$ cat src/verilog/video_pkg.sv
// shared widths and the rgb565 pixel word for the lcd video path
package video_pkg;

    // --------------------------------------------------
    // widths
    // --------------------------------------------------
    localparam int coord_w     = 12;  // timing counters and x/y
    localparam int frame_cnt_w = 9;   // free running frame count
    localparam int mode_w      = 2;   // four pattern modes
    localparam int mem_word_w  = 32;  // pixel pair per word

    // read request to pixel on pins, in video_clk cycles
    // one for the ram, one for the word capture
    localparam int sync_delay  = 2;

    // --------------------------------------------------
    // pixel word
    // --------------------------------------------------
    // raw view for packing into memory words,
    // field view for colour conversion and pin split
    typedef union packed {
        logic [15:0] raw;
        struct packed {
            logic [4:0] r;  // top 5 bits of red
            logic [5:0] g;  // top 6 bits of green
            logic [4:0] b;  // top 5 bits of blue
        } f;
    } pixel_u;

endpackage

$ cat src/verilog/mem_arbiter.sv
// fixed priority arbiter for the frame memory port, scanout reader ahead of writer
`timescale 1ns/10ps

module mem_arbiter #(
    parameter int addr_w = 16
) (
    input  logic                             rd_req,
    input  logic [addr_w-1:0]                rd_addr,
    input  logic                             wr_req,
    input  logic [addr_w-1:0]                wr_addr,
    input  logic [video_pkg::mem_word_w-1:0] wr_data,
    output logic                             wr_gnt,
    output logic                             mem_we,
    output logic [addr_w-1:0]                mem_addr,
    output logic [video_pkg::mem_word_w-1:0] mem_wdata
);

    // reader never waits, it has no slack against the raster
    assign wr_gnt = wr_req & ~rd_req;

    // write strobe only on a granted cycle
    assign mem_we = wr_gnt;

    // address follows the winner
    assign mem_addr = rd_req ? rd_addr : wr_addr;

    // write data only matters with mem_we
    assign mem_wdata = wr_data;

endmodule

$ cat config.mk
export PLATFORM = sky130hd
export DESIGN_NAME = mem_arbiter
export DESIGN_NICKNAME = d
export VERILOG_FILES = /design/src/verilog/video_pkg.sv /design/src/verilog/mem_arbiter.sv
export SDC_FILE = /design/constraint.sdc
export NUM_CORES = 1
export LEC_CHECK = 0
export BUFFER_PORTS_ARGS = -buffer_cell sky130_fd_sc_hd__buf_2
export CAP_MARGIN = 10
export CORE_ASPECT_RATIO = 1.75
export CORE_MARGIN = 3
export CORE_UTILIZATION = 22
export DETAILED_ROUTE_END_ITERATION = 6
export PLACE_DENSITY = 0.83
export SLEW_MARGIN = 30
export SYNTH_ARGS = -nofsm -noshare
export SYNTH_HDL_FRONTEND = slang
export SYNTH_SLANG_ARGS = --single-unit
export TNS_END_PERCENT = 5
$ cat constraint.sdc
create_clock -name vclk -period 1
set_clock_uncertainty 0.2 [all_clocks]
set_input_delay 0.15 -clock vclk [all_inputs]
set_output_delay 0.15 -clock vclk [all_outputs]
set_load 0.05 [all_outputs]
Word level (Yosys, flattened, before mapping)
Index checks and enable logic that the tools add are counted.
{"block": "op_classes", "n_addsub": 0, "mul": 0, "div_mod_pow": 0, "magnitude_cmp": 0, "eq_ne": 0, "n_shift": 0, "n_mux": 1, "bitwise": 2, "n_reduce_logical": 0}
{"op": "16-bit 2-to-1 mux", "n": 1}
{"op": "1-bit bitwise AND", "n": 1}
{"op": "1-bit NOT", "n": 1}
{"block": "totals", "register_bits": 0, "latchBits": 0, "ramBits": 0, "mem_bits_ro": 0, "inputBits": 66, "out_inout_bits": 50, "wordCells": 3, "mem_count": 0}

Logic depth before layout (Yosys ltp)
{"block": "depth", "word_depth": 2, "depth_mapped": 4, "depth_no_buf": 1}

Worst setup path before layout
OpenSTA, ideal clock, no wires.
{"block": "synth_timing", "path_kind": "in2out", "from": "input rd_req", "to": "output wr_gnt", "arrival_time_ns": 1.031, "t_required_ns": 0.650, "slack_ns": -0.381, "stages": 4, "n_path_buf": 3, "cell_sequence": "buf_6 -> buf_12 -> and2b_2 -> buf_4"}
{"block": "synth_via", "elab_chain_cells": 2}
{"item": "start, declared", "line_no": "mem_arbiter.sv:7", "rtl": "input logic rd_req,"}
{"item": "1-bit NOT", "line_no": "mem_arbiter.sv:19", "rtl": "assign wr_gnt = wr_req & ~rd_req;"}
{"item": "1-bit bitwise AND", "line_no": "mem_arbiter.sv:19"}
{"item": "end, declared", "line_no": "mem_arbiter.sv:12", "rtl": "output logic wr_gnt,"}
No other way between the ends.

Worst setup path after layout
{"block": "layout_timing", "from": "input rd_req", "to": "output mem_addr[15]"}
{"block": "layout_via", "elab_chain_cells": 1}
{"item": "16-bit 2-to-1 mux", "line_no": "mem_arbiter.sv:25", "rtl": "assign mem_addr = rd_req ? rd_addr : wr_addr;"}
{"item": "end, declared", "line_no": "mem_arbiter.sv:14", "rtl": "output logic [addr_w-1:0] mem_addr,"}
No other way between the ends.

==> impl_metrics.env <==
export IMPL_fin_ws_ns=-0.2115
export IMPL_grt_use_total=0.09774
export IMPL_design_area_sq_um=769.5
export IMPL_drtIter0Drc=0
export IMPL_rsz0062_at_grt="yes"
export IMPL_hold_class="in2out"
export IMPL_initial_core_util=0.2337
export IMPL_num_antenna_cells=0
export IMPL_drcViolationCount=0
export IMPL_die_area_sq_um=2912
export IMPL_core_area_sq_um=2147
export IMPL_max_freq_mhz=825.4
export IMPL_ys_types=6
export IMPL_grt_max_degree=8
export IMPL_n_clock_buffer=0
export IMPL_p_clk_frac=0
export IMPL_p_per_area_nw_per_um2=747.2
export IMPL_num_vias=426
export IMPL_yosysWarnings=0
export IMPL_regArea_sq_um=0
export IMPL_syn_to_final_growth_pct=53.37
export IMPL_cp_start_kind="input port"
export IMPL_portBuffers=52
export IMPL_instances_no_fill=96
export IMPL_power_frac_comb=1.000
export IMPL_synth_area_leaders="buf_4 49%, mux2_4 27%, mux2_2 16%"
export IMPL_synthesis_nets=118
export IMPL_antenna_found_initial=0
export IMPL_fin_crit_ns=1.211
export IMPL_grt_pass1_wl_microns=2263
export IMPL_arrival_ns=0.86
export IMPL_rows=22
export IMPL_p_sw_w=0.0002919
export IMPL_setup_viol=18
export IMPL_grt_pass1_vias=475
export IMPL_netlist_area_sq_um=501.7
export IMPL_total_leakage_power_nw=0.4279
export IMPL_hold_viol=0
export IMPL_synth_seq_area_share=0
export IMPL_tightest_slew_ns=0.1098
export IMPL_synth_avg_cell_area_sq_um=9.649
export IMPL_slew_headroom=0.9270
export IMPL_place_area_sq_um=554.3
export IMPL_yosysTopAreaCellShare=0.4938
export IMPL_violations="negative setup slack"
export IMPL_wl_microns=1478
export IMPL_cts_hold_buf=0
export IMPL_vdd_drop_max_v=0.0002516
export IMPL_grt_overflow_total=0
export IMPL_synthCells=52
export IMPL_internal_power_w=0.0002830
export IMPL_cp_max_fo=7
export IMPL_place_inst=95
export IMPL_dr_pass1_iters=1
export IMPL_pin_count=116
export IMPL_post_route_period_util=1.211
export IMPL_ant_nets=0
export IMPL_nNetsFinal=140
export IMPL_critical_path_class="in2out"
export IMPL_outcome="complete, but fails checks"
export IMPL_place_congestion=0.7629
export IMPL_setup_worst_path_end_class="output port"
export IMPL_post_drt_wl_per_cell_microns=15.40
export IMPL_drive_gt1_frac=1.000
export IMPL_seq_cells=0
export IMPL_seqPwrFrac=0
export IMPL_die_h_microns=69.18
export IMPL_synth_area_leader_cell="buf_4"
export IMPL_dp_hpwl_microns=1218
export IMPL_maxSlewViolCount=0
export IMPL_tns_ns=-3.448
export IMPL_swShare=0.5077
export IMPL_critPathRequiredTime_ns=0.65
export IMPL_die_x_microns=42.10
export IMPL_maxCapViolCount=0
export IMPL_viasPerCell=4.438
## metrics by stage
stage | util | total power, W | worst slack [ns] | hold slack [ns]
floorplan | - | 0.0006647 | -0.2853 | 0.2671
global placement | 0.2582 | 0.0004269 | -0.3171 | 0.1003
detailed placement | 0.2582 | 0.0004322 | -0.3214 | 0.1003
CTS | 0.3566 | 0.0005763 | -0.2204 | 0.1003
global route | 0.3584 | 0.0005978 | -0.2273 | 0.1001
finish | 0.3584 | 0.0005750 | -0.2115 | 0.1000
## placed cells by master, fill, tap and decap left out
cell type / instances
and2b_4: 1
buf_12: 3
buf_16: 1
buf_2: 33
buf_6: 9
buf_8: 9
mux2_4: 16
## critical path, cell delays in order
cell and delay [ns]:
buf_12 0.11, buf_12 0.13, mux2_4 0.31, buf_8 0.15
## worst paths after layout
check | startpoint | endpoint | slack (ns) | cells past startpoint
worst max-delay path | rd_req | mem_addr[15] | -0.21 | 4
worst min-delay path | wr_data[10] | mem_wdata[10] | 0.10 | 0
## synth_stat cells (all sizes together)
cell	n
buf	35
and2b	1
mux2	16
## area by class of cell
class / count / area [sq um]
fill: 221 / 1378
multi-input combinational: 17 / 250.2
tap: 24 / 30.03
timing repair buffer: 55 / 489.2
## power groups by stage
| stage | Sequential [W] | Combinational [W] | Clock, W |
|---|---|---|---|
| floorplan | 0 | 0.000665 | 0 |
| global placement | 0 | 0.000427 | 0 |
| detailed placement | 0 | 0.000432 | 0 |
| CTS | 0 | 0.000576 | 0 |
| global route | 0 | 0.000598 | 0 |
| finish | 0 | 0.000575 | 0 |
## metal layers
metal,global-route usage,vias up,part of all wire
met5,0,-,0
met4,0.06228,0,0.069
met3,0.04416,20,0.19
met2,0.1966,55,0.53
met1,0.06406,174,0.21
li1,-,177,-
## logic make-up after synthesis
| logic type | Yosys count | synth area share |
|---|---|---|
| simple gates | 1 | 0.01746 |
| buf+inv | 35 | 0.5561 |
| mux | 16 | 0.4264 |
## repair_timing
item / CTS / global route
cloned: 1 / 0
buffers inserted: 0 / 0
pin swaps: 0 / 0
endpoints found under the setup margin: 18 / 18
resized for setup: 56 / 1
No activity file was read; power rests on OpenSTA's default activity.
