File: src/verilog/video_pkg.sv
// shared widths and the rgb565 pixel word for the lcd video path
package video_pkg;

    // --------------------------------------------------
    // widths
    // --------------------------------------------------
    localparam int coord_w     = 12;  // timing counters and x/y
    localparam int frame_cnt_w = 9;   // free running frame count
    localparam int mode_w      = 2;   // four pattern modes
    localparam int mem_word_w  = 32;  // pixel pair per word

    // read request to pixel on pins, in video_clk cycles
    // one for the ram, one for the word capture
    localparam int sync_delay  = 2;

    // --------------------------------------------------
    // pixel word
    // --------------------------------------------------
    // raw view for packing into memory words,
    // field view for colour conversion and pin split
    typedef union packed {
        logic [15:0] raw;
        struct packed {
            logic [4:0] r;  // top 5 bits of red
            logic [5:0] g;  // top 6 bits of green
            logic [4:0] b;  // top 5 bits of blue
        } f;
    } pixel_u;

endpackage

File: src/verilog/frame_writer.sv
// frame writer, 888 to 565 conversion and pixel pair packing into memory words
`timescale 1ns/10ps

module frame_writer #(
    parameter int addr_w = 16
) (
    input  logic                             video_clk,
    input  logic                             rst_n,
    input  logic                             de,
    input  logic                             vs,
    input  logic [23:0]                      rgb,
    input  logic                             wr_gnt,
    output logic                             wr_req,
    output logic [addr_w-1:0]                wr_addr,
    output logic [video_pkg::mem_word_w-1:0] wr_data
);

    logic                vs_q;
    logic                vs_rise;
    logic [addr_w:0]     pix_cnt;   // active pixel index in frame
    logic                pair_done; // odd pixel present
    video_pkg::pixel_u   cur_px;
    video_pkg::pixel_u   even_px;   // held until its partner arrives

    assign vs_rise   = vs & ~vs_q;
    assign pair_done = de & pix_cnt[0];

    // truncate each channel to its top bits
    always_comb begin
        cur_px.f.r = rgb[23:19];
        cur_px.f.g = rgb[15:10];
        cur_px.f.b = rgb[7:3];
    end

    // --------------------------------------------------
    // control
    // --------------------------------------------------
    always_ff @(posedge video_clk or negedge rst_n) begin
        if (!rst_n) begin
            vs_q    <= 1'b0;
            pix_cnt <= '0;
            wr_req  <= 1'b0;
        end else begin
            vs_q <= vs;
            if (vs_rise) begin
                pix_cnt <= '0;  // new frame
            end else if (de) begin
                pix_cnt <= pix_cnt + 1'b1;
            end

            // new pair posts a request, grant clears it
            if (pair_done) begin
                wr_req <= 1'b1;
            end else if (wr_gnt) begin
                wr_req <= 1'b0;
            end
        end
    end

    // --------------------------------------------------
    // payload
    // --------------------------------------------------
    always_ff @(posedge video_clk) begin
        if (de && !pix_cnt[0]) begin
            even_px <= cur_px;
        end
        if (pair_done) begin
            wr_data <= {cur_px.raw, even_px.raw};  // even pixel low half
            wr_addr <= pix_cnt[addr_w:1];          // pair index
        end
    end

endmodule

File: config.mk
export PLATFORM = sky130hd
export DESIGN_NAME = frame_writer
export DESIGN_NICKNAME = d
export VERILOG_FILES = /design/src/verilog/video_pkg.sv /design/src/verilog/frame_writer.sv
export SDC_FILE = /design/constraint.sdc
export NUM_CORES = 1
export LEC_CHECK = 0
export ABC_CLOCK_PERIOD_IN_PS = 2200
export BUFFER_PORTS_ARGS = -buffer_cell sky130_fd_sc_hd__buf_2
export CORE_MARGIN = 1.5
export CORE_UTILIZATION = 51
export CTS_CLUSTER_DIAMETER = 60
export DETAILED_ROUTE_END_ITERATION = 10
export PLACE_DENSITY_LB_ADDON = 0.12
export SYNTH_ARGS = -nofsm -noshare
export SYNTH_HDL_FRONTEND = slang
export SYNTH_SLANG_ARGS = --single-unit
File: constraint.sdc
create_clock -name video_clk -period 2.2 [get_ports video_clk]
set_input_delay 0.11 -clock video_clk [delete_from_list [all_inputs] [get_ports video_clk]]
set_output_delay 0.11 -clock video_clk [all_outputs]
set_load 0.02 [all_outputs]
# Word level (Yosys, flattened, before mapping)
# Index checks and enable logic that the tools add are counted.
[word_totals] ff_bits=83 latchBits=0 ramBits=0 rom_bits=0 inputBits=29 out_inout_bits=49 elab_cells=18 n_memories=0
[op_classes] addsub=1 n_mul=0 div=0 order_cmp=0 eq_ne=0 shifts=0 mux=4 bitwise_logic=3 n_reduce_logical=4
[ops] op="$mux 17" n=2
[ops] op="$add 17x1->17 const B" n=1
[ops] op="$reduce_bool 2->1" n=2
[ops] op="$and 1x1->1" n=2
[ops] op="$mux 1" n=2
[ops] op="$logic_and 1x1->1" n=1
[ops] op="$logic_not 1->1" n=1
[ops] op="$not 1->1" n=1

# Logic depth before layout (Yosys ltp)
[logic_depth] ltp_word=3 depth_mapped=5 mapped_depth_nobuf=5

# Least setup slack after synthesis
# Ideal clock, no wire load.
[synth_timing] kind="reg-to-reg" start="register pix_cnt[0]" end="register wr_addr[0], enable pin" setup_ps=411 arrival_time_ps=1579 t_required_ps=1789 slack_ps=210 stages_incl_launch_ff=2 n_path_buf=0 synth_period_minus_slack_ps=1990 cell_sequence="dfrtp_1 and2_1"
[synth_via] elab_chain_len=1
[synth_lines] element="start, declared" line="frame_writer.sv:20" rtl="logic [addr_w:0] pix_cnt;"
[synth_lines] element="start signal, assigned" line="frame_writer.sv:48" rtl="pix_cnt <= pix_cnt + 1'b1;"
[synth_lines] element="$and 1x1->1" line="frame_writer.sv:26" rtl="assign pair_done = de & pix_cnt[0];"
[synth_lines] element="net pair_done" line="frame_writer.sv:21" rtl="logic pair_done;"
[synth_lines] element="end signal, assigned" line="frame_writer.sv:69" rtl="wr_addr <= pix_cnt[addr_w:1];"
[synth_lines] element="end, declared" line="frame_writer.sv:14" rtl="output logic [addr_w-1:0] wr_addr,"
# The timed path passes the listed nets, and every way through them passes these cells.
# A chain may end at the register's enable or synchronous reset.

# Final worst setup path
[layout_timing] start="register pix_cnt[0]" end="register pix_cnt[11]"
[layout_via] elab_chain_len=3
[layout_lines] element="$add 17x1->17" line="frame_writer.sv:48"
[layout_lines] element="$mux 17" line="frame_writer.sv:47" rtl="end else if (de) begin"
[layout_lines] element="$mux 17" line="frame_writer.sv:45" rtl="if (vs_rise) begin"
# No other way between the ends. The select of a mux whose other input is x is not followed.

==> impl_metrics.py <==
metrics = {
    "timing": {
        "fin_skew_ns": 0.00670,
        "timing.slew.headroom_pct": 69.3,
        "max_freq_ghz": 0.619,
        "finalCritPeriodShare_pct": 73.4,
        "hold_viol": 0,
        "finalSetupTns_ns": 0,
        "setup_viol": 0,
        "rsz0062_at_grt": "no",
        "final_max_slew_viol_count": 0,
        "layout_setup_ws_ns": 0.586,
        "worst_pin_slew_ns": 0.460,
        "min_period_ns": 1.61,
        "hold_ws_ns": 0.0432,
    },
    "final_layout": {
        "finalNonFillerCells": 330,
        "register_area_um2": 2400,
        "nets": 285,
        "multiInputGateArea_um2": 435,
        "antenna_cells": 0,
        "fillers": 361,
        "drive_above_1_share_pct": 35.4,
        "layout_common_cells": "buf_2, edfxtp_1, dfrtp_1",
        "design_area_um2": 3720,
        "syn_to_final_growth_pct": 31.0,
        "mostFrequentLayoutCell": "buf_2",
        "postLayoutCoreUtil_pct": 71.0,
    },
    "logic_synthesis": {
        "synth_top_family_by_area": "simple AND/OR/NAND/NOR gates",
        "synth_mux_area_share_pct": 0.352,
        "synth_top_area_share_pct": 67.7,
        "async_flop_share_pct": 22.9,
        "synth_nets": 186,
        "synth_area_leaders": "edfxtp_1, dfrtp_1, xnor2_1, nor2_1, nand4_1",
        "ys_ff_latch": 83,
        "synth_xor_area_share_pct": 2.78,
        "synthCells": 156,
        "synth.avg_cell_area_um2": 18.2,
        "synth_flop_cell": "edfxtp_1",
        "yosysWarnings": 0,
        "synth-seq-area-share_pct": 84.4,
        "synth_edf_count": 64,
        "synth-simple-area-share_pct": 8.99,
        "synth_compound_area_share_pct": 2.64,
        "netlist_area_um2": 2840,
        "yosys.area.top_type": "edfxtp_1",
        "synth_fa_ha_area_share_pct": 0.441,
        "yosysUniqueCellTypes": 29,
    },
    "outcome": {
        "outcome": "finished, final reports clean",
    },
    "drt": {
        "wl_per_cell_um": 14.8,
        "post-route-drc-count": 0,
        "vias_per_cell": 5.04,
        "vias": 1664,
        "drt_first_iter_violations": 113,
        "wirelength_um": 4900,
        "drt_pre_antenna_iters": 4,
        "ant_nets": 0,
    },
    "floorplanning": {
        "initial_utilization_pct": 54.2,
        "dieHeight_um": 77.6,
        "die_w_um": 77.6,
        "row_count": 26,
        "dieArea_um2": 6030,
        "ioPinCount": 78,
        "core_um2": 5240,
    },
    "setup_path": {
        "path_class": "flip-flop to flip-flop",
        "max_stage_delay_ns": 0.44,
        "slowest_stage": "dfrtp_1",
        "critPathMaxFanout": 6,
        "cp-end-kind": "flip-flop",
        "crit_required_ns": 2.45,
        "cp_cell_sequence": "and4_1, nand3_1, or3_1, a21oi_1",
        "startpoint_type": "flip-flop",
        "arrival_ns": 1.86,
    },
    "global_route": {
        "grt_max_degree": 34,
        "grt_pass1_vias": 1712,
        "antenna_found_initial": 0,
        "grt_pass1_wl_um": 7800,
        "grt-ovfl-total": 0,
        "grt.total_usage_pct": 17.4,
    },
    "place": {
        "routabilityCongestion": 0.774,
        "dp.final_hpwl_um": 3350,
        "dpl-instance-area_um2": 3300,
        "numPortBuffers": 69,
        "dp_cells": 296,
        "dpl_worst_slack_ns": 0.616,
    },
    "power": {
        "total_power_mw": 3.57,
        "irDropWorstVdd_v": 0.000513,
        "powerDensity_nw_per_um2": 958,
        "p_leak_nw": 1.49,
    },
    "clocking": {
        "clk_pin_slew_ns": 0.07,
        "cts_root_buf": "clkbuf_8",
        "cts_tree": "yes",
        "clock_latency_ns": 0.33,
        "cts_buffers": 9,
        "clockBufferDepth": 2,
        "clock-sinks": 83,
        "cts_setup_buffers": 0,
        "cts_resized": 0,
        "ctsHtreeMaxLevel": 3,
    },
    "hold_path": {
        "hp-class": "input pin to flip-flop",
    },
    "flow_run": {
        "cap_violations": 0,
    },
}
==> state kept, by name, indices dropped and copies added, names as in the netlist <==
| name | flops |
|---|---|
| vs_q | 1 |
| pix_cnt | 17 |
| even_px | 16 |
| wr_req | 1 |
| wr_addr | 16 |
| wr_data | 32 |
==> cell usage after synthesis (2+ instances only) <==
cell and n:
a21oi_1 6, and2_1 3, clkbuf_1 2, dfrtp_1 19
edfxtp_1 64, nand2_1 6, nand3_1 3, nand4_1 5
nor2_1 10, nor2b_1 2, nor3_1 2, o21ai_0 6
or3_1 5, xnor2_1 6, xor2_1 3
==> critical path: cells and delay by family (launching register included) <==
family           cells  cell delay [ns]
flip-flops           1             0.44
AND/OR/NAND/NOR      3             0.92
AO/OA/AOI/OAI        1             0.17
==> routing by layer <==
metal / vias to the layer above / GRT usage (%) / wire length [µm]
met5: - / 0 / 0
met4: 0 / 10.4 / 101
met3: 10 / 4.00 / 246
met2: 50 / 28.6 / 2540
met1: 820 / 20.9 / 2000
li1: 784 / - / -
==> worst paths after layout <==
kind                                   startpoint                      end  slack [ns]  cells after the start
setup / recovery           pix_cnt[0]$_DFFE_PN0P_  pix_cnt[11]$_DFFE_PN0P_        0.59                      4
hold / removal                             wr_gnt       wr_req$_DFFE_PN0P_        0.04                      3
setup reg to reg           pix_cnt[0]$_DFFE_PN0P_  pix_cnt[11]$_DFFE_PN0P_        0.59                      4
hold reg to reg              even_px[9]$_DFFE_PP_     wr_data[9]$_DFFE_PP_        0.42                      0
max in group asynchronous                   rst_n  pix_cnt[15]$_DFFE_PN0P_        1.65                      2
min in group asynchronous                   rst_n   pix_cnt[1]$_DFFE_PN0P_        0.25                      2
==> power by group <==
| part | switching [mW] | internal [mW] |
|---|---|---|
| Clock | 0.489 | 0.755 |
| Sequential | 0.0570 | 1.87 |
| Combinational | 0.254 | 0.136 |
| Total | 0.800 | 2.76 |
==> cells by family after synthesis <==
kind of cell / count (synthesis)
adders and majority gates: 1
muxes: 1
buffers and inverters: 3
DFF: 83
and+or+nand+nor: 45
xor gates and xnor gates: 9
AOI/OAI and AO/OA: 14
==> what timing repair did <==
action,CTS,global route
endpoints found under the hold margin,52,0
setup endpoints to repair,0,0
hold buffers,18,0
==> final cells by class <==
class / instances / share of cell area (%)
clock buffers: 11 / 3.53
clock inverters: 5 / 2.79
inverters: 1 / 0.101
multi-input cells: 70 / 11.7
flip-flops and latches: 83 / 64.4
well taps: 70 / 2.35
repair buffers: 90 / 15.1
No activity file was read; power rests on OpenSTA's default activity.
