--- src/verilog/video_pkg.sv ---
// shared widths and the rgb565 pixel word for the lcd video path
package video_pkg;

    // --------------------------------------------------
    // widths
    // --------------------------------------------------
    localparam int coord_w     = 12;  // timing counters and x/y
    localparam int frame_cnt_w = 9;   // free running frame count
    localparam int mode_w      = 2;   // four pattern modes
    localparam int mem_word_w  = 32;  // pixel pair per word

    // read request to pixel on pins, in video_clk cycles
    // one for the ram, one for the word capture
    localparam int sync_delay  = 2;

    // --------------------------------------------------
    // pixel word
    // --------------------------------------------------
    // raw view for packing into memory words,
    // field view for colour conversion and pin split
    typedef union packed {
        logic [15:0] raw;
        struct packed {
            logic [4:0] r;  // top 5 bits of red
            logic [5:0] g;  // top 6 bits of green
            logic [4:0] b;  // top 5 bits of blue
        } f;
    } pixel_u;

endpackage

--- src/verilog/video_timing.sv ---
// raster timing generator with syncs, data enable, active coordinates and frame count
`timescale 1ns/10ps

module video_timing #(
    parameter int h_total  = 523,
    parameter int h_sync   = 41,
    parameter int h_bporch = 2,
    parameter int h_res    = 480,
    parameter int v_total  = 284,
    parameter int v_sync   = 10,
    parameter int v_bporch = 2,
    parameter int v_res    = 272
) (
    input  logic                              video_clk,
    input  logic                              rst_n,
    output logic                              hs,
    output logic                              vs,
    output logic                              de,
    output logic [video_pkg::coord_w-1:0]     x,
    output logic [video_pkg::coord_w-1:0]     y,
    output logic [video_pkg::frame_cnt_w-1:0] frame_cnt
);

    // first active count on a line / in a frame
    localparam int h_start = h_sync + h_bporch;
    localparam int v_start = v_sync + v_bporch;

    logic [video_pkg::coord_w-1:0] h_cnt;
    logic [video_pkg::coord_w-1:0] v_cnt;
    logic                          h_last;
    logic                          v_last;
    logic                          h_act;
    logic                          v_act;

    assign h_last = (h_cnt == h_total - 1);
    assign v_last = (v_cnt == v_total - 1);

    // sync, then back porch, then active
    assign h_act = (h_cnt >= h_start) && (h_cnt < h_start + h_res);
    assign v_act = (v_cnt >= v_start) && (v_cnt < v_start + v_res);

    // --------------------------------------------------
    // counters
    // --------------------------------------------------
    always_ff @(posedge video_clk or negedge rst_n) begin
        if (!rst_n) begin
            h_cnt     <= '0;
            v_cnt     <= '0;
            frame_cnt <= '0;  // frame 0 right after reset
        end else if (h_last) begin
            h_cnt <= '0;
            if (v_last) begin
                v_cnt     <= '0;
                frame_cnt <= frame_cnt + 1'b1;  // bump on vertical wrap
            end else begin
                v_cnt <= v_cnt + 1'b1;
            end
        end else begin
            h_cnt <= h_cnt + 1'b1;
        end
    end

    // --------------------------------------------------
    // registered decode
    // --------------------------------------------------
    always_ff @(posedge video_clk or negedge rst_n) begin
        if (!rst_n) begin
            hs <= 1'b0;
            vs <= 1'b0;
            de <= 1'b0;
            x  <= '0;
            y  <= '0;
        end else begin
            hs <= (h_cnt < h_sync);  // active high
            vs <= (v_cnt < v_sync);  // counted in lines
            de <= h_act && v_act;
            x  <= h_cnt - h_start[video_pkg::coord_w-1:0];  // only meaningful with de
            y  <= v_cnt - v_start[video_pkg::coord_w-1:0];
        end
    end

endmodule

--- config.mk ---
export PLATFORM = sky130hd
export DESIGN_NAME = video_timing
export DESIGN_NICKNAME = d
export VERILOG_FILES = /design/src/verilog/video_pkg.sv /design/src/verilog/video_timing.sv
export SDC_FILE = /design/constraint.sdc
export NUM_CORES = 1
export LEC_CHECK = 0
export ABC_CLOCK_PERIOD_IN_PS = 2450
export BUFFER_PORTS_ARGS = -buffer_cell sky130_fd_sc_hd__buf_2
export CAP_MARGIN = 15
export CORE_ASPECT_RATIO = 1.5
export CORE_UTILIZATION = 55
export CTS_CLUSTER_SIZE = 16
export DETAILED_ROUTE_END_ITERATION = 10
export HOLD_SLACK_MARGIN = 0.05
export PLACE_DENSITY_LB_ADDON = 0.05
export RECOVER_POWER = 25
export SKIP_LAST_GASP = 1
export SYNTH_ARGS = -nofsm -noshare
export SYNTH_HDL_FRONTEND = slang
export SYNTH_SLANG_ARGS = --single-unit
--- constraint.sdc ---
create_clock -name video_clk -period 2.45 [get_ports video_clk]
set_input_delay 0.49 -clock video_clk [delete_from_list [all_inputs] [get_ports video_clk]]
set_output_delay 0.49 -clock video_clk [all_outputs]
set_load 0.005 [all_outputs]
# Word level (Yosys, flattened, before mapping)
# Cells that the tools add are included.
# word_totals
elab_cells	27
output_inout_bits	36
input_bits	2
reg_bits	60
# classes
addsub	5
eq_ne	2
n_mux	2
n_reduce_logical	4
order_cmp	6
# ops
operator	n
adder 12 x 1 -> 12 bit, second input constant	2
2-to-1 mux 12 bit	2
equality test 12 x 10 -> 1 bit, second input constant	1
equality test 12 x 9 -> 1 bit, second input constant	1
>= comparator 12 x 4 -> 1 bit, second input constant	1
>= comparator 12 x 6 -> 1 bit, second input constant	1
< comparator 12 x 10 -> 1 bit, second input constant	1
< comparator 12 x 4 -> 1 bit, second input constant	1
< comparator 12 x 6 -> 1 bit, second input constant	1
< comparator 12 x 9 -> 1 bit, second input constant	1
subtractor 12 x 4 -> 12 bit, second input constant	1
subtractor 12 x 6 -> 12 bit, second input constant	1
adder 9 x 1 -> 9 bit, second input constant	1
logical AND 1 bit	3
AND reduction 2 bit	1

# Depth between registers and ports, before layout
# Gate-level depths: netlist of run 1.
# depth
word_depth	3
mapped_depth	8
depth_no_buf	6

# Worst setup path after synthesis of run 1
# No wires, ideal clock.
# synth_timing
kind	reg2reg
from	register h_cnt[6] (netlist name)
to	register v_cnt[3] (netlist name)
required_ps	2367
n_path_buf	3
setup_ps	83
slack_ps	189
arrival_time_ps	2179
path_stages_with_launch	8
period_less_slack_ps	2261
cell_sequence	dfrtp_1 > buf_6 > or3_4 > buf_6 > or4_1 > buf_2 > or4_1 > o21ai_0
# synth_between
elab_chain_cells	1
# synth_lines
element	line_no	source
start, declared	video_timing.sv:28	logic [video_pkg::coord_w-1:0] h_cnt;
start signal, assigned	video_timing.sv:59	h_cnt <= h_cnt + 1'b1;
equality test 12 x 10 -> 1 bit	video_timing.sv:35	assign h_last = (h_cnt == h_total - 1);
end signal, assigned	video_timing.sv:56	v_cnt <= v_cnt + 1'b1;
end, declared	video_timing.sv:29	logic [video_pkg::coord_w-1:0] v_cnt;
# No other way between the ends.
# A chain may end at the register's enable or synchronous reset.

# Worst setup path in the final report of run 1
# layout_timing
from	register h_cnt[6] (netlist name)
to	register frame_cnt[6] (netlist name)
# layout_between
elab_chain_cells	2
# layout_lines
element	line_no	source
equality test 12 x 10 -> 1 bit	video_timing.sv:35	
AND reduction 2 bit (no line)	n/a	
end signal, assigned	video_timing.sv:54	frame_cnt <= frame_cnt + 1'b1;
end, declared	video_timing.sv:21	output logic [video_pkg::frame_cnt_w-1:0] frame_cnt
# No other way between the ends.

==> summary.txt, run 1 <==
Ports - 38
Final period util - 91.47%
PnR worst setup slack - 209.1 ps
Synthesized Nets - 258
Fillers - 385
CP startpoint - h_cnt[6]
Clk_skew - 4.436 ps
Reg-to-reg startpoint - h_cnt[6]
Most frequent cells in the layout - dfrtp_1, buf_2, xnor2_1
PnR Total Power - 1876 µW
Root buf cell - clkbuf_8
Register Area - 1501 µm²
Max incr delay on CP - 590 ps
CP Capture Type - register
Hold/Removal Path Class - register to register
Largest net degree at the start of global routing - 31
Mapped Area - 2705 µm²
Slowest cell on the critical path - or4_1
Layout Area Growth over Synthesis - 16.33%
CTS H-tree depth - 3
Final Setup Violations - 0
GPL Wtd Cong - 0.8720
Failing checks - max-capacitance violations, max-slew violations
Vias in the first global route - 1992
Multi-input gate area - 1077 µm²
Starting Density - 58.59%
Final Core Density - 68.16%
Avg Cell Area, Syn - 10.91 µm²
Setup TNS - 0 ps
RSZ-0062 raised after global routing - no
Per-cell routed wire length - 14.92 µm
Later-pin clock latency in the skew report - 340 ps
Hold_sp - v_cnt[0]
Share of post-route cells with drive strength above 1 - 22.37%
First-pass GRT wire length - 9.315 mm
Diodes inserted - 0
DR vias - 1914
Tot GR Track Use - 24.75%
Critical Path End - frame_cnt[6]
End of the worst register-to-register path - frame_cnt[6]
Post-synth cell types - 35
Die area - 5208 µm²
Port bufs - 37
Post-CTS sizing - 0
CP startpoint kind - register
Pwr dens - 596.2 nW/µm²
Post-CTS Setup Bufs - 0
Worst Max-Slew Pin Slew - 1544 ps
Die height - 87.89 µm
Core ar. - 4617 µm²
Max Buffers Root-to-Sink - 2
Fmax - 446.2 MHz
DP HPWL - 3.736 mm
Part of the Yosys area used for sequential elements - 55.50%
Die width - 59.26 µm
Antenna violations before repair - 0
CTS buffer count - 9
Final slew viol count - 31
Drt first-iter violations - 70
Layout Nets - 301
Max VDD drop - 0.4597 mV
Post-route ant nets - 0
Worst reg2reg setup slack - 210 ps
Max FO, Critical Path - 13
Max_cap viols - 1
Post-Syn Instances - 248
Most common cell after layout, fill and taps aside - dfrtp_1
Relative slew slack - -2.914%
Reg2Reg Depth - 5
Hold-fix buffers, CTS - 0
Cell total after placement - 344
DRC errors left - 0
Outcome - complete, but fails checks
Worst EP arrival - 2490 ps
DRT Pass-1 Iters - 4
Drt total wl - 5.356 mm
Hold Vio Cnt, Final - 0
Clk slew on worst S/H paths - 60 ps
# rows - 30
Post-Layout Cell Count - 359
DP Worst Slack - 231.3 ps
Pleak - 0.001524 µW
Number of synthesized register bits - 60
Total clock sinks - 60
Ys Warns - 0
Congestion Overflow GR - 0
Crit path kind - register to register
CP required - 2700 ps
Critical Path, Cell by Cell - or3_4 > or4_1 > buf_4 > nor4_1 > xor2_1
Via-to-Cell Ratio - 5.331
Tmin final - 2241 ps
CTS tree - yes
-- flip-flops by register name, summed over array words and instances (netlist names) --
name / flops
h_cnt: 12
v_cnt: 12
x: 12
y: 12
frame_cnt: 9
de: 1
hs: 1
vs: 1
-- worst min path at each step --
stage,end,slack (ps),cells past startpoint
global route,y[0],500,0
detailed placement,y[0],450,0
floorplan,de,190,0
global placement,y[0],450,0
CTS,x[9],190,1
finish,y[0],470,0
-- through the flow --
step,instance area (µm²),hold WS (ps)
after detailed placement,2960,449.8
after global placement,2960,450.3
final,3147,465.2
after CTS,3151,193.3
after floorplan,2705,194.4
after global routing,3147,499.3
-- metal layers --
layer / track usage [%] / vias to the layer above / share of wire [%]
met4: 11.69 / 0 / 2.6
met5: 0 / - / 0
met3: 6.647 / 13 / 3.4
met2: 42.80 / 44 / 54
met1: 27.70 / 938 / 40
li1: - / 919 / -
-- power breakdown --
group          internal, µW  leakage [µW]  switching, µW
Combinational          1.92      0.000664           18.7
Clock                   486     0.0000979            379
Sequential              991      0.000763              0
-- cell type report --
class,count,area share (%)
flip-flops and latches,60,47.71
clock inverters,5,1.670
inverters,13,1.551
clock buffers,10,4.374
repair buffers,46,7.913
multi-input cells,161,34.23
well taps,64,2.545
-- critical path: cells and delay by family (launching register included) --
| family | cells | cell delay, ps |
|---|---|---|
| xor gates and xnor gates | 1 | 200 |
| buffers and inverters | 1 | 210 |
| DFF | 1 | 380 |
| and+or+nand+nor | 3 | 1360 |
-- synth_stat cells, drive strengths merged --
library cell,count,area share [%]
nand4,4,0.92
a21oi,6,1.1
nand3,19,3.5
nand2,16,2.2
or2,2,0.46
a31o,1,0.32
o21ai,8,1.5
xnor2,26,8.4
and2,3,0.69
clkbuf,9,1.2
or4,3,0.83
xor2,13,4.2
a21o,1,0.28
a2bb2oi,1,0.32
nor4,4,1.2
or3,3,0.88
and3,4,0.92
o21a,1,0.28
and4,2,0.65
nor3,11,2.0
o31ai,3,0.83
inv,13,1.8
buf,5,1.6
nor2,13,1.8
mux2,1,0.42
and3b,1,0.32
a2111oi,1,0.32
nand4b,2,0.65
dfrtp,60,56
nand2b,1,0.23
ha,8,3.7
o21bai,3,0.83
-- cell families (layout without fill, tap and decap cells) --
family | Yosys count | count (layout) | synth area share [%]
fa+ha+maj | 8 | 8 | 3.700
simple gates | 88 | 88 | 17.30
compound gates | 25 | 25 | 5.782
buf+inv | 27 | 74 | 4.672
mux | 1 | 1 | 0.4163
flops | 60 | 60 | 55.50
xor+xnor | 39 | 39 | 12.63
Note: power is estimated with default switching activity, not from simulation.
==> run 2, diff against run 1 <==
--- a/config.mk
+++ b/config.mk
@@ -6,12 +6,11 @@
 export NUM_CORES = 1
 export LEC_CHECK = 0
 export ABC_CLOCK_PERIOD_IN_PS = 2450
-export BUFFER_PORTS_ARGS = -buffer_cell sky130_fd_sc_hd__buf_2
-export CAP_MARGIN = 15
-export CORE_ASPECT_RATIO = 1.5
+export CORE_ASPECT_RATIO = 0.5
 export CORE_UTILIZATION = 55
 export CTS_CLUSTER_SIZE = 16
 export DETAILED_ROUTE_END_ITERATION = 10
+export DONT_BUFFER_PORTS = 1
 export HOLD_SLACK_MARGIN = 0.05
 export PLACE_DENSITY_LB_ADDON = 0.05
 export RECOVER_POWER = 25
==> run 2 against run 1 <==
Against the previous run:
- the flow now finishes without violations
- hold slack improved by 35 ps
- sequential share of layout area up 3.1 points
- register-to-register slack hardly changed
- count of clock-buffer cells in the layout rose by 4
- combinational power decreased by 5%
- largest cell class unchanged
==> summary.txt, run 2 (synthesis results as in run 1) <==
Outcome - finished, final reports clean (was complete, but fails checks)
First-pass GRT wire length - 8.031 mm (was 9.315 mm)
Root buf cell - clkbuf_8 (unchanged)
CTS buffer count - 9 (unchanged)
Setup TNS - 0 ps (unchanged)
Fmax - 447.1 MHz (was 446.2 MHz)
Post-route ant nets - 0 (unchanged)
Final period util - 91.29% (was 91.47%)
Total clock sinks - 60 (unchanged)
CP startpoint - h_cnt[8] (was h_cnt[6])
Via-to-Cell Ratio - 5.312 (was 5.331)
Post-CTS Setup Bufs - 0 (unchanged)
Clk_skew - 6.460 ps (was 4.436 ps)
Die area - 5220 µm² (was 5208 µm²)
Core ar. - 4552 µm² (was 4617 µm²)
Worst Max-Slew Pin Slew - 1428 ps (was 1544 ps)
Min Hold Slack - 500.4 ps (was 465.2 ps)
DRC errors left - 0 (unchanged)
Relative slew slack - 4.800% (was -2.914%)
Worst reg2reg setup slack - 210 ps (about the same)
Placed Area - 2778 µm² (was 2960 µm²)
Hold/Removal Path Class - register to register (unchanged)
PnR worst setup slack - 213.4 ps (was 209.1 ps)
Post-Layout Cell Count - 327 (was 359)
DP Worst Slack - 233.1 ps (was 231.3 ps)
Die width - 101.2 µm (was 59.26 µm)
Reg-to-reg startpoint - h_cnt[8] (was h_cnt[6])
RSZ-0062 raised after global routing - no (unchanged)
GPL Wtd Cong - 0.8596 (was 0.8720)
Later-pin clock latency in the skew report - 330 ps (was 340 ps)
Diodes inserted - 0 (unchanged)
Congestion Overflow GR - 0 (unchanged)
Drt first-iter violations - 60 (was 70)
Pleak - 0.001356 µW (was 0.001524 µW)
Hold_sp - v_cnt[0] (unchanged)
Final Setup Violations - 0 (unchanged)
Crit path kind - register to register (unchanged)
End of the worst register-to-register path - v_cnt[3] (was frame_cnt[6])
Clk slew on worst S/H paths - 60 ps (about the same)
Most frequent cells in the layout - dfrtp_1, xnor2_1, nand3_1 (was dfrtp_1, buf_2, xnor2_1)
DRT Pass-1 Iters - 4 (unchanged)
DR vias - 1737 (was 1914)
Pwr dens - 591.4 nW/µm² (was 596.2 nW/µm²)
Most common cell after layout, fill and taps aside - dfrtp_1 (unchanged)
Layout Area Growth over Synthesis - 9.251% (was 16.33%)
CTS tree - yes (unchanged)
Ports - 38 (unchanged)
Share of post-route cells with drive strength above 1 - 10.73% (was 22.37%)
Cell total after placement - 309 (was 344)
Max_cap viols - 0 (was 1)
Port bufs - 0 (was 37)
Max VDD drop - 0.3066 mV (was 0.4597 mV)
Die height - 51.59 µm (was 87.89 µm)
Drt total wl - 4.757 mm (was 5.356 mm)
Fin area - 2955 µm² (was 3147 µm²)
Tot GR Track Use - 21.55% (was 24.75%)
Tmin final - 2237 ps (was 2241 ps)
CP startpoint kind - register (unchanged)
Vias in the first global route - 1664 (was 1992)
# rows - 17 (was 30)
Largest net degree at the start of global routing - 61 (was 31)
Reg2Reg Depth - 5 (unchanged)
Fillers - 389 (was 385)
DP HPWL - 3.301 mm (was 3.736 mm)
Antenna violations before repair - 0 (unchanged)
CP required - 2710 ps (was 2700 ps)
Layout Nets - 266 (was 301)
Hold Vio Cnt, Final - 0 (unchanged)
Final slew viol count - 0 (was 31)
Per-cell routed wire length - 14.55 µm (was 14.92 µm)
Max FO, Critical Path - 15 (was 13)
Critical Path End - v_cnt[3] (was frame_cnt[6])
Starting Density - 59.43% (was 58.59%)
Max Buffers Root-to-Sink - 2 (unchanged)
CTS H-tree depth - 3 (unchanged)
Worst EP arrival - 2490 ps (about the same)
CP Capture Type - register (unchanged)
-- run 2: cell count changes in the layout (fill, tap and decap cells not counted) --
cell           previous run  this run
clkinv_2                  3         2
clkinvlp_4                1         0
clkbuf_1                  1         4
buf_4                     8         9
buf_2                    36         0
dlygate4sd3_1             0         1
bufinv_16                 1         0
-- run 2: repair_timing --
item,in CTS,in global routing
gates resized for setup,0,0
hold buffers,2,0
endpoints found under the hold margin,60,0
-- run 2: where the power goes --
group | switching [µW] | internal (µW) | leakage (µW)
Sequential | 0 | 991 | 0.000763
Combinational | 18.0 | 1.53 | 0.000509
Clock | 345 | 392 | 0.0000844
Total | 363 | 1390 | 0.00136
-- run 2: worst min path at each step --
stage	slack, ps	to	depth (start not counted)
after floorplan	190	de	0
final	500	y[0]	0
after CTS	500	frame_cnt[8]	1
after global routing	520	frame_cnt[8]	1
after global placement	200	x[11]	0
after detailed placement	200	x[11]	0
-- run 2: metrics by stage --
step | utilization (%) | power [µW]
floorplan | - | 1009
global placement | 61.02 | 1009
detailed placement | 61.02 | 1009
CTS | 65.42 | 1773
global route | 64.93 | 1832
finish | 64.93 | 1748
-- run 2: layer usage --
| metal | GRT usage, % | share of wire, % |
|---|---|---|
| met1 | 27.98 | 49 |
| met2 | 31.75 | 45 |
| met3 | 10.08 | 5.4 |
| met4 | 7.488 | 0.97 |
| met5 | 0 | 0 |
-- run 2: critical path: stages, from the launching register on --
cell and delay (ps):
dfrtp_1 430, or3_4 390, or4_1 570, buf_4 210, or4_1 490, o21ai_0 80
-- run 2: final cells by class --
cell class              instances  area [µm²]  area share [%]
clock inverters                 2       10.01          0.3387
multi-input cells             161        1077           36.45
well taps                      66       82.58           2.794
flip-flops and latches         60        1501           50.80
clock buffers                  14       152.6           5.165
inverters                      13       48.80           1.651
repair buffers                 11       82.58           2.794
