==> config.mk <==
export PLATFORM = sky130hd
export DESIGN_NAME = frame_scanout
export DESIGN_NICKNAME = d
export VERILOG_FILES = /design/src/verilog/video_pkg.sv /design/src/verilog/frame_scanout.sv
export SDC_FILE = /design/constraint.sdc
export NUM_CORES = 1
export LEC_CHECK = 0
export BUFFER_PORTS_ARGS = -buffer_cell sky130_fd_sc_hd__buf_2
export CAP_MARGIN = 20
export CORE_MARGIN = 4
export CORE_UTILIZATION = 35
export CTS_CLUSTER_DIAMETER = 200
export CTS_CLUSTER_SIZE = 24
export DETAILED_ROUTE_END_ITERATION = 12
export SETUP_SLACK_MARGIN = 0.05
export SLEW_MARGIN = 20
export SYNTH_ARGS = -nofsm -noshare
export SYNTH_HDL_FRONTEND = slang
export SYNTH_SLANG_ARGS = --single-unit
==> constraint.sdc <==
create_clock -name video_clk -period 2.15 [get_ports video_clk]
set_input_delay 0.43 -clock video_clk [delete_from_list [all_inputs] [get_ports video_clk]]
set_output_delay 0.43 -clock video_clk [all_outputs]
set_load 0.005 [all_outputs]
==> src/verilog/video_pkg.sv <==
// shared widths and the rgb565 pixel word for the lcd video path
package video_pkg;

    // --------------------------------------------------
    // widths
    // --------------------------------------------------
    localparam int coord_w     = 12;  // timing counters and x/y
    localparam int frame_cnt_w = 9;   // free running frame count
    localparam int mode_w      = 2;   // four pattern modes
    localparam int mem_word_w  = 32;  // pixel pair per word

    // read request to pixel on pins, in video_clk cycles
    // one for the ram, one for the word capture
    localparam int sync_delay  = 2;

    // --------------------------------------------------
    // pixel word
    // --------------------------------------------------
    // raw view for packing into memory words,
    // field view for colour conversion and pin split
    typedef union packed {
        logic [15:0] raw;
        struct packed {
            logic [4:0] r;  // top 5 bits of red
            logic [5:0] g;  // top 6 bits of green
            logic [4:0] b;  // top 5 bits of blue
        } f;
    } pixel_u;

endpackage

==> src/verilog/frame_scanout.sv <==
// frame scanout, reads pixel pairs back and drives the rgb565 lcd pins with delayed syncs
`timescale 1ns/10ps

module frame_scanout #(
    parameter int addr_w = 16
) (
    input  logic                             video_clk,
    input  logic                             rst_n,
    input  logic                             hs,
    input  logic                             vs,
    input  logic                             de,
    input  logic [video_pkg::mem_word_w-1:0] rd_data,
    output logic                             rd_req,
    output logic [addr_w-1:0]                rd_addr,
    output logic                             lcd_hs,
    output logic                             lcd_vs,
    output logic                             lcd_de,
    output logic [4:0]                       lcd_r,
    output logic [5:0]                       lcd_g,
    output logic [4:0]                       lcd_b
);

    localparam int dly = video_pkg::sync_delay;

    logic                             vs_q;
    logic [addr_w:0]                  pix_cnt;  // active pixel index in frame
    logic                             rd_valid; // ram data valid this cycle
    logic [video_pkg::mem_word_w-1:0] word_q;   // captured pixel pair
    logic [dly-1:0]                   hs_sr;
    logic [dly-1:0]                   vs_sr;
    logic [dly-1:0]                   de_sr;
    logic [dly-1:0]                   half_sr;  // odd pixel flag, delayed
    video_pkg::pixel_u                px;

    // one read per pair, on the even pixel
    assign rd_req  = de & ~pix_cnt[0];
    assign rd_addr = pix_cnt[addr_w:1];

    // --------------------------------------------------
    // pixel count and delay lines
    // --------------------------------------------------
    always_ff @(posedge video_clk or negedge rst_n) begin
        if (!rst_n) begin
            vs_q     <= 1'b0;
            pix_cnt  <= '0;
            rd_valid <= 1'b0;
            hs_sr    <= '0;
            vs_sr    <= '0;
            de_sr    <= '0;
            half_sr  <= '0;
        end else begin
            vs_q <= vs;
            if (vs && !vs_q) begin
                pix_cnt <= '0;  // restart on vs rising
            end else if (de) begin
                pix_cnt <= pix_cnt + 1'b1;
            end
            rd_valid <= rd_req;  // ram latency is one cycle
            hs_sr    <= {hs_sr[dly-2:0], hs};
            vs_sr    <= {vs_sr[dly-2:0], vs};
            de_sr    <= {de_sr[dly-2:0], de};
            half_sr  <= {half_sr[dly-2:0], pix_cnt[0]};
        end
    end

    // word holds for the even and the odd pixel
    always_ff @(posedge video_clk) begin
        if (rd_valid) begin
            word_q <= rd_data;
        end
    end

    // --------------------------------------------------
    // pin drive
    // --------------------------------------------------
    assign lcd_hs = hs_sr[dly-1];
    assign lcd_vs = vs_sr[dly-1];
    assign lcd_de = de_sr[dly-1];

    assign px.raw = half_sr[dly-1] ? word_q[31:16] : word_q[15:0];

    assign lcd_r = lcd_de ? px.f.r : 5'd0;  // blank outside active
    assign lcd_g = lcd_de ? px.f.g : 6'd0;
    assign lcd_b = lcd_de ? px.f.b : 5'd0;

endmodule

======== Word level (Yosys, flattened, before mapping) ========
Index checks and enable logic that the tools add are counted.
storage, ports and cells
  register bits after elaboration ......... 59
  output and inout port bits .............. 36
  logic and storage cells ................. 20
cells by class
  $add $sub $neg .......................... 1
  mux-type cells .......................... 6
  bitwise operators ....................... 2
  reduce and logical (&&, ||, !) cells .... 3
operators with widths
  cell                     number
  $mux W17                 2
  $add A17 B1 Y17 const B  1
  $mux W16                 1
  $mux W5                  2
  $mux W6                  1
  $reduce_bool A2 Y1       1
  $and A1 B1 Y1            1
  $logic_and A1 B1 Y1      1
  $logic_not A1 Y1         1
  $not A1 Y1               1

======== Longest topological paths before layout ========
Gate-level depths: netlist of run 1.
  depth in word-level cells ............... 3
  depth in mapped cells ................... 6

======== Worst setup path before layout of run 1 ========
Ideal clock, no wire load.
  kind .................................... reg2out
  start point ............................. register half_sr[1]
  end point ............................... output port lcd_b[0]
  data arrival time ....................... 1,195 ps
  data required time ...................... 1,720 ps
  slack ................................... 525 ps
  cell stages (with the launch flop) ...... 5
  path buffers ............................ 2
  path through ............................ dfrtp_1 clkbuf_1 buf_2 mux2i_1 nor2b_1
between the ends
  longest elaborated chain between the ends .. 2
RTL lines
  what                      line                 source
  start: declaration        frame_scanout.sv:32  logic [dly-1:0] half_sr;
  start signal: assignment  frame_scanout.sv:62  half_sr <= {half_sr[dly-2:0], pix_cnt[0]};
  $mux W16                  frame_scanout.sv:80  assign px.raw = half_sr[dly-1] ? word_q[31:16] : word_q[15:0];
  $mux W5                   frame_scanout.sv:84  assign lcd_b = lcd_de ? px.f.b : 5'd0;
  end: declaration          frame_scanout.sv:20  output logic [4:0] lcd_b
Every way passes these cells.

======== Final worst setup path of run 1 ========
  start point ............................. register half_sr[1]
  end point ............................... output port lcd_g[0]
between the ends
  longest elaborated chain between the ends .. 2
RTL lines
  what              line                 source
  $mux W16          frame_scanout.sv:80
  $mux W6           frame_scanout.sv:83  assign lcd_g = lcd_de ? px.f.g : 6'd0;
  end: declaration  frame_scanout.sv:19  output logic [5:0] lcd_g,
Every way passes these cells.

==> impl_summary.log, run 1 <==
[metrics] status: complete, no violations
[metrics] slew of the pin with the lowest slew margin: 0.584 ns
[metrics] flip-flop and latch count after synthesis: 58
[metrics] total global routing track utilization: 11.8%
[metrics] total of hold buffers inserted after clock tree synthesis: 0
[metrics] H-tree Lvls: 3
[metrics] drt total wl: 4640 um
[metrics] CTS sink count: 58
[metrics] nature of the critical path startpoint: flop
[metrics] drc violations: 0
[metrics] adder-cell share of the synthesized area: 0.511%
[metrics] height of the die: 91.7 um
[metrics] via total after detailed routing: 1523
[metrics] final count of negative-setup-slack endpoints: 0
[metrics] Worst path slowest cell: sky130_fd_sc_hd__dfrtp_1
[metrics] count of pins on the block boundary: 73
[metrics] dominant combinational cell family by area after synthesis: simple AND/OR/NAND/NOR gates
[metrics] cell count after synthesis: 180
[metrics] layout cell share with drive strength beyond 1: 35.7%
[metrics] core region area: 6790 um2
[metrics] number of global-route vias before repair: 1497
[metrics] simple-gate share of the synthesized area: 13.2%
[metrics] setup fix buffers added after clock tree synthesis: 0
[metrics] ranking of synthesized cells by area: sky130_fd_sc_hd__edfxtp_1 (39%), sky130_fd_sc_hd__dfrtp_1 (27%), sky130_fd_sc_hd__mux2i_1 (6.9%), sky130_fd_sc_hd__buf_4 (4.9%), sky130_fd_sc_hd__nor2b_1 (4.6%)
[metrics] standard cell area after detailed placement: 2810 um2
[metrics] Initial Utilization: 36.1%
[metrics] max-slew violation count: 0
[metrics] worst hold path type: primary input to asynchronous set/reset pin
[metrics] CTS clock-pin slew for the worst setup and hold paths: 0.06 ns
[metrics] max-capacitance violation count: 0
[metrics] category of the critical setup timing path: flop to primary output
[metrics] leakage power of the design: 1.33 nW
[metrics] Slowest Stage Delay on Critical Path: 0.32 ns
[metrics] count of input and output buffers: 72
[metrics] Syn Nets: 218
[metrics] largest net degree at the start of global routing: 33
[metrics] Row Count: 30
[metrics] Via-to-Cell Ratio: 4.41
[metrics] Pwr per Cell Area: 845 nW/um2
[metrics] DIE AREA: 8400 um2
[metrics] RSZ-0062 raised after global routing: no
[metrics] Inserted Clock Buffers: 9
[metrics] minimum period implied by the final worst setup slack: 1.79 ns
[metrics] leading area contributor after synthesis: sky130_fd_sc_hd__edfxtp_1
[metrics] yosys synthesis warning count: 0
[metrics] # diodes: 0
[metrics] RD Place Congestion: 0.743
[metrics] Sum Neg Setup Slack: 0 ns
[metrics] CP required: 1.72 ns
[metrics] number of antenna violations at the first check in global routing: 0
[metrics] 1st-iter DRT viols: 26
[metrics] Design Area, Final: 2960 um2
[metrics] hold violation count in the final report: 0
[metrics] number of antenna-violating nets in the routed design: 0
[metrics] xor/xnor cell area share of the yosys netlist: 3.93%
[metrics] achievable frequency: 558 MHz
[metrics] Max Root-Sink Buffers: 2
[metrics] list of cells traversed by the critical path: buf_4 > mux2i_1 > nor2b_1 > buf_2
[metrics] number of gates resized after cts: 0
[metrics] Synth Area per Inst: 13.6 um2
[metrics] CP Max Fanout: 16
[metrics] Layout Area Growth over Synthesis: 20.8%
[metrics] Max Clock Skew: 0.00658 ns
[metrics] distinct cell type count of the synthesized netlist: 27
[metrics] mapped cell area: 2450 um2
[metrics] estimated wirelength of the detail-placed design: 3240 um
[metrics] number of optimization iterations in the first detailed-route pass: 4
[metrics] sequential area share after synthesis: 65.8%
[metrics] arrival time reported for the critical path endpoint: 1.36 ns
[metrics] fraction of synthesized area in multiplexers: 6.95%
[metrics] global-route wire length before repair: 7490 um
[metrics] GRT overflow: 0
[metrics] clock latency of the later-clocked register in the worst-skew pair: 0.33 ns
[metrics] largest voltage drop on the vdd net: 0.000415 V
[metrics] Die W: 91.7 um
[metrics] Clock Root Buffer: sky130_fd_sc_hd__clkbuf_8
[metrics] fraction of post-synthesis cell area in the top cell type by area: 39.2%
[metrics] net total in the final layout: 282
[metrics] worst rel slew slack: 61.1%
[metrics] synthesized-area fraction occupied by ao, oa, aoi and oai cells: 2.86%
[metrics] detailed-route wire length per cell: 13.4 um
[metrics] number of placed instances, taps included: 329
[metrics] fin cells: 345
[metrics] crit path capture type: primary output
[metrics] share of the cycle needed by the critical path after routing: 83.3%
[metrics] TritonCTS clock tree: done
## power by group
group	total (W)	leakage, nW	internal [W]	switching (W)
registers	0.00136	0.645	0.00130	0.0000580
logic	0.000349	0.609	0.000167	0.000182
clock network	0.000793	0.0796	0.000402	0.000391
## cell families after synthesis
| logic type | after synthesis |
|---|---|
| adder cells (fa/ha/maj) | 1 |
| XOR/XNOR | 11 |
| AO/OA/AOI/OAI | 12 |
| multiplexers | 17 |
| flip-flops | 58 |
| buffers and inverters | 25 |
| AND/OR/NAND/NOR | 56 |
## metrics by stage
step / setup WS, ns / total power, W / hold slack, ns / util, %
floorplan: 0.525 / 0.00160 / 0.134 / -
global placement: 0.459 / 0.00173 / 0.333 / 41.3
detailed placement: 0.431 / 0.00174 / 0.335 / 41.3
CTS: 0.314 / 0.00255 / 0.104 / 43.6
global route: 0.228 / 0.00265 / 0.124 / 43.6
finish: 0.359 / 0.00250 / 0.0944 / 43.6
## cell usage after synthesis
cell type,number
sky130_fd_sc_hd__a21oi_1,5
sky130_fd_sc_hd__and2_1,1
sky130_fd_sc_hd__and3_1,3
sky130_fd_sc_hd__and4_1,2
sky130_fd_sc_hd__buf_1,1
sky130_fd_sc_hd__buf_2,3
sky130_fd_sc_hd__buf_4,16
sky130_fd_sc_hd__buf_6,1
sky130_fd_sc_hd__clkbuf_1,3
sky130_fd_sc_hd__dfrtp_1,26
sky130_fd_sc_hd__edfxtp_1,32
sky130_fd_sc_hd__ha_1,1
sky130_fd_sc_hd__inv_1,1
sky130_fd_sc_hd__mux2i_1,17
sky130_fd_sc_hd__nand2_1,6
sky130_fd_sc_hd__nand3_1,4
sky130_fd_sc_hd__nand4_1,4
sky130_fd_sc_hd__nand4_4,1
sky130_fd_sc_hd__nor2_1,12
sky130_fd_sc_hd__nor2b_1,18
sky130_fd_sc_hd__o211ai_1,1
sky130_fd_sc_hd__o21ai_0,3
sky130_fd_sc_hd__o31ai_1,3
sky130_fd_sc_hd__or3_1,2
sky130_fd_sc_hd__or4_1,3
sky130_fd_sc_hd__xnor2_1,2
sky130_fd_sc_hd__xor2_1,9
## worst paths after layout
| kind | startpoint | endpoint | slack [ns] | cells past startpoint |
|---|---|---|---|---|
| worst max-delay path | half_sr[1] | lcd_g[0] | 0.36 | 4 |
| worst min-delay path | rst_n | pix_cnt[9] | 0.09 | 1 |
| worst max register to register | pix_cnt[0] | pix_cnt[16] | 0.42 | 5 |
| worst min register to register | de_sr[0] | de_sr[1] | 0.34 | 0 |
| max in group asynchronous | rst_n | rd_valid | 1.66 | 1 |
| min in group video_clk | hs | hs_sr[0] | 0.20 | 1 |
## cells in the final DEF (no fill, tap or decap)
cell type                  synthesis  final
sky130_fd_sc_hd__o31ai_1           3      3
sky130_fd_sc_hd__and3_1            3      3
sky130_fd_sc_hd__nand2_1           6      6
sky130_fd_sc_hd__o21ai_0           3      3
sky130_fd_sc_hd__nor2_1           12     12
sky130_fd_sc_hd__nand4_4           1      1
sky130_fd_sc_hd__dfrtp_1          26     26
sky130_fd_sc_hd__or4_1             3      3
sky130_fd_sc_hd__nor2b_1          18     18
sky130_fd_sc_hd__edfxtp_1         32     32
sky130_fd_sc_hd__and4_1            2      2
sky130_fd_sc_hd__clkinv_1          0      3
sky130_fd_sc_hd__and2_1            1      1
sky130_fd_sc_hd__clkbuf_8          0      9
sky130_fd_sc_hd__clkbuf_1          3      2
sky130_fd_sc_hd__nand3_1           4      4
sky130_fd_sc_hd__or3_1             2      2
sky130_fd_sc_hd__xor2_1            9      9
sky130_fd_sc_hd__inv_1             1      1
sky130_fd_sc_hd__nand4_1           4      4
sky130_fd_sc_hd__o211ai_1          1      1
sky130_fd_sc_hd__clkinv_2          0      2
sky130_fd_sc_hd__buf_2             3     72
sky130_fd_sc_hd__xnor2_1           2      2
sky130_fd_sc_hd__a21oi_1           5      5
sky130_fd_sc_hd__ha_1              1      1
sky130_fd_sc_hd__buf_4            16      5
sky130_fd_sc_hd__mux2i_1          17     17
## layout make-up
class	instances	area [um2]
fill	641	3830
sequential	58	1610
multi-input combinational	97	673
timing repair buffer	77	398
clock buffer	11	131
tap	96	120
clock inverter	5	21.3
inverter	1	3.75
## routing by layer
metal  vias up  GRT usage, %  part of all wire [%]
li1        745             -                     -
met5         -             0                     0
met4         0          6.03                   1.6
met1       709          15.8                    47
met3         9          4.76                   8.6
met2        60          16.3                    43
## state kept, by name, summed over array words and instances (netlist names)
name / flops
de_sr: 2
word_q: 32
vs_sr: 2
pix_cnt: 17
hs_sr: 2
half_sr: 2
rd_valid: 1
## critical path: cells and delay by family (launching register included)
family	cells	cell delay (ns)
flops	1	0.32
buf+inv	2	0.40
mux	1	0.25
simple gates	1	0.06
Note: power is estimated with default switching activity, not from simulation.
==> run 2: changes to the inputs <==
--- a/config.mk
+++ b/config.mk
@@ -5,6 +5,7 @@
 export SDC_FILE = /design/constraint.sdc
 export NUM_CORES = 1
 export LEC_CHECK = 0
+export ABC_AREA = 1
 export BUFFER_PORTS_ARGS = -buffer_cell sky130_fd_sc_hd__buf_2
 export CAP_MARGIN = 20
 export CORE_MARGIN = 4
==> constraint.sdc (replaced) <==
create_clock -name video_clk -period 1.8 [get_ports video_clk]
set_input_delay 0.36 -clock video_clk [delete_from_list [all_inputs] [get_ports video_clk]]
set_output_delay 0.36 -clock video_clk [all_outputs]
set_load 0.005 [all_outputs]
==> impl_summary.log, run 2 <==
[metrics] status: complete, no violations
[metrics] count of input and output buffers: 72
[metrics] CP required: 1.44 ns
[metrics] net total in the final layout: 350
[metrics] DIE AREA: 8650 um2
[metrics] estimated wirelength of the detail-placed design: 3720 um
[metrics] Initial Utilization: 36.6%
[metrics] TritonCTS clock tree: done
[metrics] total of hold buffers inserted after clock tree synthesis: 0
[metrics] global-route wire length before repair: 8620 um
[metrics] count of pins on the block boundary: 73
[metrics] share of the cycle needed by the critical path after routing: 91.9%
[metrics] 1st-iter DRT viols: 43
[metrics] CTS sink count: 58
[metrics] RSZ-0062 raised after global routing: no
[metrics] minimum period implied by the final worst setup slack: 1.65 ns
[metrics] leading area contributor after synthesis: sky130_fd_sc_hd__edfxtp_1
[metrics] async set-or-reset flop fraction in the synthesized netlist: 44.8%
[metrics] Inserted Clock Buffers: 9
[metrics] CP Max Fanout: 16
[metrics] cell count after synthesis: 246
[metrics] CTS clock-pin slew for the worst setup and hold paths: 0.07 ns
[metrics] fraction of post-synthesis cell area in the top cell type by area: 38.0%
[metrics] Row Count: 30
[metrics] H-tree Lvls: 3
[metrics] Worst path slowest cell: sky130_fd_sc_hd__dfrtp_1
[metrics] RD Place Congestion: 0.788
[metrics] Max Root-Sink Buffers: 2
[metrics] Die W: 93.0 um
[metrics] number of enable flip-flop cells after synthesis: 32
[metrics] fin cells: 413
[metrics] max-slew violation count: 0
[metrics] detailed-route wire length per cell: 12.6 um
[metrics] Sum Neg Setup Slack: 0 ns
[metrics] list of cells traversed by the critical path: clkinvlp_4 > buf_12 > nor2_1 > nor2_1 > buf_2
[metrics] yosys synthesis warning count: 0
[metrics] multi-input combinational cell area: 684 um2
[metrics] Synth Area per Inst: 10.3 um2
[metrics] leading cell type in the layout, fill and taps excluded: sky130_fd_sc_hd__buf_2
[metrics] largest voltage drop on the vdd net: 0.000309 V
[metrics] mapped cell area: 2530 um2
[metrics] core region area: 6910 um2
[metrics] leading cell types in the layout, fill and taps excluded: sky130_fd_sc_hd__buf_2 (72), sky130_fd_sc_hd__nor2_1 (58), sky130_fd_sc_hd__edfxtp_1 (32), sky130_fd_sc_hd__nand2_1 (30), sky130_fd_sc_hd__dfrtp_1 (25)
[metrics] cell type with the highest occurrence count on the critical path: sky130_fd_sc_hd__nor2_1
[metrics] leakage power of the design: 1.47 nW
[metrics] number of antenna violations at the first check in global routing: 0
[metrics] nature of the critical path startpoint: flop
[metrics] drt total wl: 5210 um
[metrics] number of placed instances, taps included: 396
[metrics] ranking of synthesized cells by area: sky130_fd_sc_hd__edfxtp_1 (38%), sky130_fd_sc_hd__dfrtp_1 (26%), sky130_fd_sc_hd__nor2_1 (8.6%), sky130_fd_sc_hd__buf_4 (5.0%), sky130_fd_sc_hd__nand2_1 (4.5%)
[metrics] worst hold path type: primary input to asynchronous set/reset pin
[metrics] category of the critical setup timing path: flop to primary output
[metrics] drc violations: 0
[metrics] height of the die: 93.0 um
[metrics] number of antenna-violating nets in the routed design: 0
[metrics] Pwr per Cell Area: 904 nW/um2
[metrics] clock latency of the later-clocked register in the worst-skew pair: 0.33 ns
[metrics] Syn Nets: 284
[metrics] GRT overflow: 0
[metrics] Clock Root Buffer: sky130_fd_sc_hd__clkbuf_8
[metrics] largest registers: word_q x32, pix_cnt x17
[metrics] layout cell share with drive strength beyond 1: 32.5%
[metrics] slew of the pin with the lowest slew margin: 0.604 ns
[metrics] Slowest Stage Delay on Critical Path: 0.40 ns
[metrics] Critical path buffers and inverters: 3
[metrics] Via-to-Cell Ratio: 4.39
[metrics] worst hold slack across all endpoints: 0.0288 ns
[metrics] final count of negative-setup-slack endpoints: 0
[metrics] sequential area share after synthesis: 63.7%
[metrics] register area: 1610 um2
[metrics] Post-synth top cells: sky130_fd_sc_hd__nor2_1 (58), sky130_fd_sc_hd__edfxtp_1 (32), sky130_fd_sc_hd__nand2_1 (30), sky130_fd_sc_hd__dfrtp_1 (26), sky130_fd_sc_hd__inv_1 (21)
[metrics] leading register cell type out of synthesis: sky130_fd_sc_hd__edfxtp_1
[metrics] # diodes: 0
[metrics] hold violation count in the final report: 0
[metrics] Max Clock Skew: 0.00697 ns
[metrics] max FFs per register: 32
[metrics] largest net degree at the start of global routing: 33
[metrics] worst rel slew slack: 59.8%
[metrics] number of optimization iterations in the first detailed-route pass: 4
[metrics] distinct cell type count of the synthesized netlist: 25
[metrics] Layout Area Growth over Synthesis: 21.6%
[metrics] most frequently used cell type in the post-synthesis netlist: sky130_fd_sc_hd__nor2_1
[metrics] achievable frequency: 605 MHz
[metrics] Top reg by flops: word_q
[metrics] total global routing track utilization: 13.0%
[metrics] Filler Cell Count: 718
[metrics] via total after detailed routing: 1813
[metrics] flip-flop and latch count after synthesis: 58
[metrics] Crit path max-delay family: flip-flops
[metrics] max-capacitance violation count: 0
[metrics] arrival time reported for the critical path endpoint: 1.29 ns
[metrics] crit path capture type: primary output
[metrics] number of global-route vias before repair: 1789
[run 2: metal layers]
layer | up-vias | GRT usage, % | wire length, um | share of wire (%)
met5 | - | 0 | 0 | 0
met2 | 55 | 19.9 | 2360 | 45
met3 | 9 | 3.86 | 354 | 6.8
li1 | 922 | - | - | -
met4 | 0 | 6.96 | 110 | 2.1
met1 | 827 | 16.5 | 2380 | 46
[run 2: layout make-up]
class / instances / area share, %
clock buffers: 9 / 4.03
clock inverters: 7 / 1.18
inverters: 23 / 3.01
multi-input cells: 144 / 22.2
flip-flops and latches: 58 / 52.4
well taps: 96 / 3.90
repair buffers: 76 / 13.2
[run 2: final timing paths]
kind / startpoint / to / slack (ns) / cells after the start
max reg2reg: pix_cnt[0] / pix_cnt[10] / 0.37 / 7
min in group video_clk: hs / hs_sr[0] / 0.13 / 1
min: rst_n / pix_cnt[6] / 0.03 / 1
max: half_sr[1] / lcd_b[3] / 0.15 / 5
max in group asynchronous: rst_n / de_sr[1] / 1.33 / 1
min reg2reg: half_sr[0] / half_sr[1] / 0.34 / 0
[run 2: cells by family after synthesis]
logic type	share of synthesized area, %
AO/OA/AOI/OAI	6.78
adder cells (fa/ha/maj)	0.494
buffers and inverters	9.25
flip-flops	63.7
AND/OR/NAND/NOR	19.8
[run 2: through the flow]
stage | cell area [um2] | total power (W) | util [%] | setup slack, ns
2_1_floorplan | 2530 | 0.00168 | - | 0.475
3_3_place_gp | 2890 | 0.00180 | 41.8 | 0.329
3_5_place_dp | 2890 | 0.00181 | 41.8 | 0.310
4_1_cts | 3070 | 0.00282 | 44.5 | 0.0979
5_1_grt | 3080 | 0.00293 | 44.5 | 0.0698
6_report | 3080 | 0.00278 | 44.5 | 0.146
[run 2: worst reg2reg max path, delay by kind of cell (launching register included)]
| family | cells | cell delay [ns] |
|---|---|---|
| adders and majority gates | 1 | 0.24 |
| and+or+nand+nor | 6 | 0.73 |
| DFF | 1 | 0.42 |
[run 2: repair_timing]
item	4_1_cts	5_1_grt
setup endpoints to repair	16	4
gates resized for setup	2	3
buffers inserted	1	0
[run 2: report_power, final]
part / switching [W] / internal (W)
logic: 0.000145 / 0.000112
clock network: 0.000513 / 0.000479
registers: 0.0000377 / 0.00149
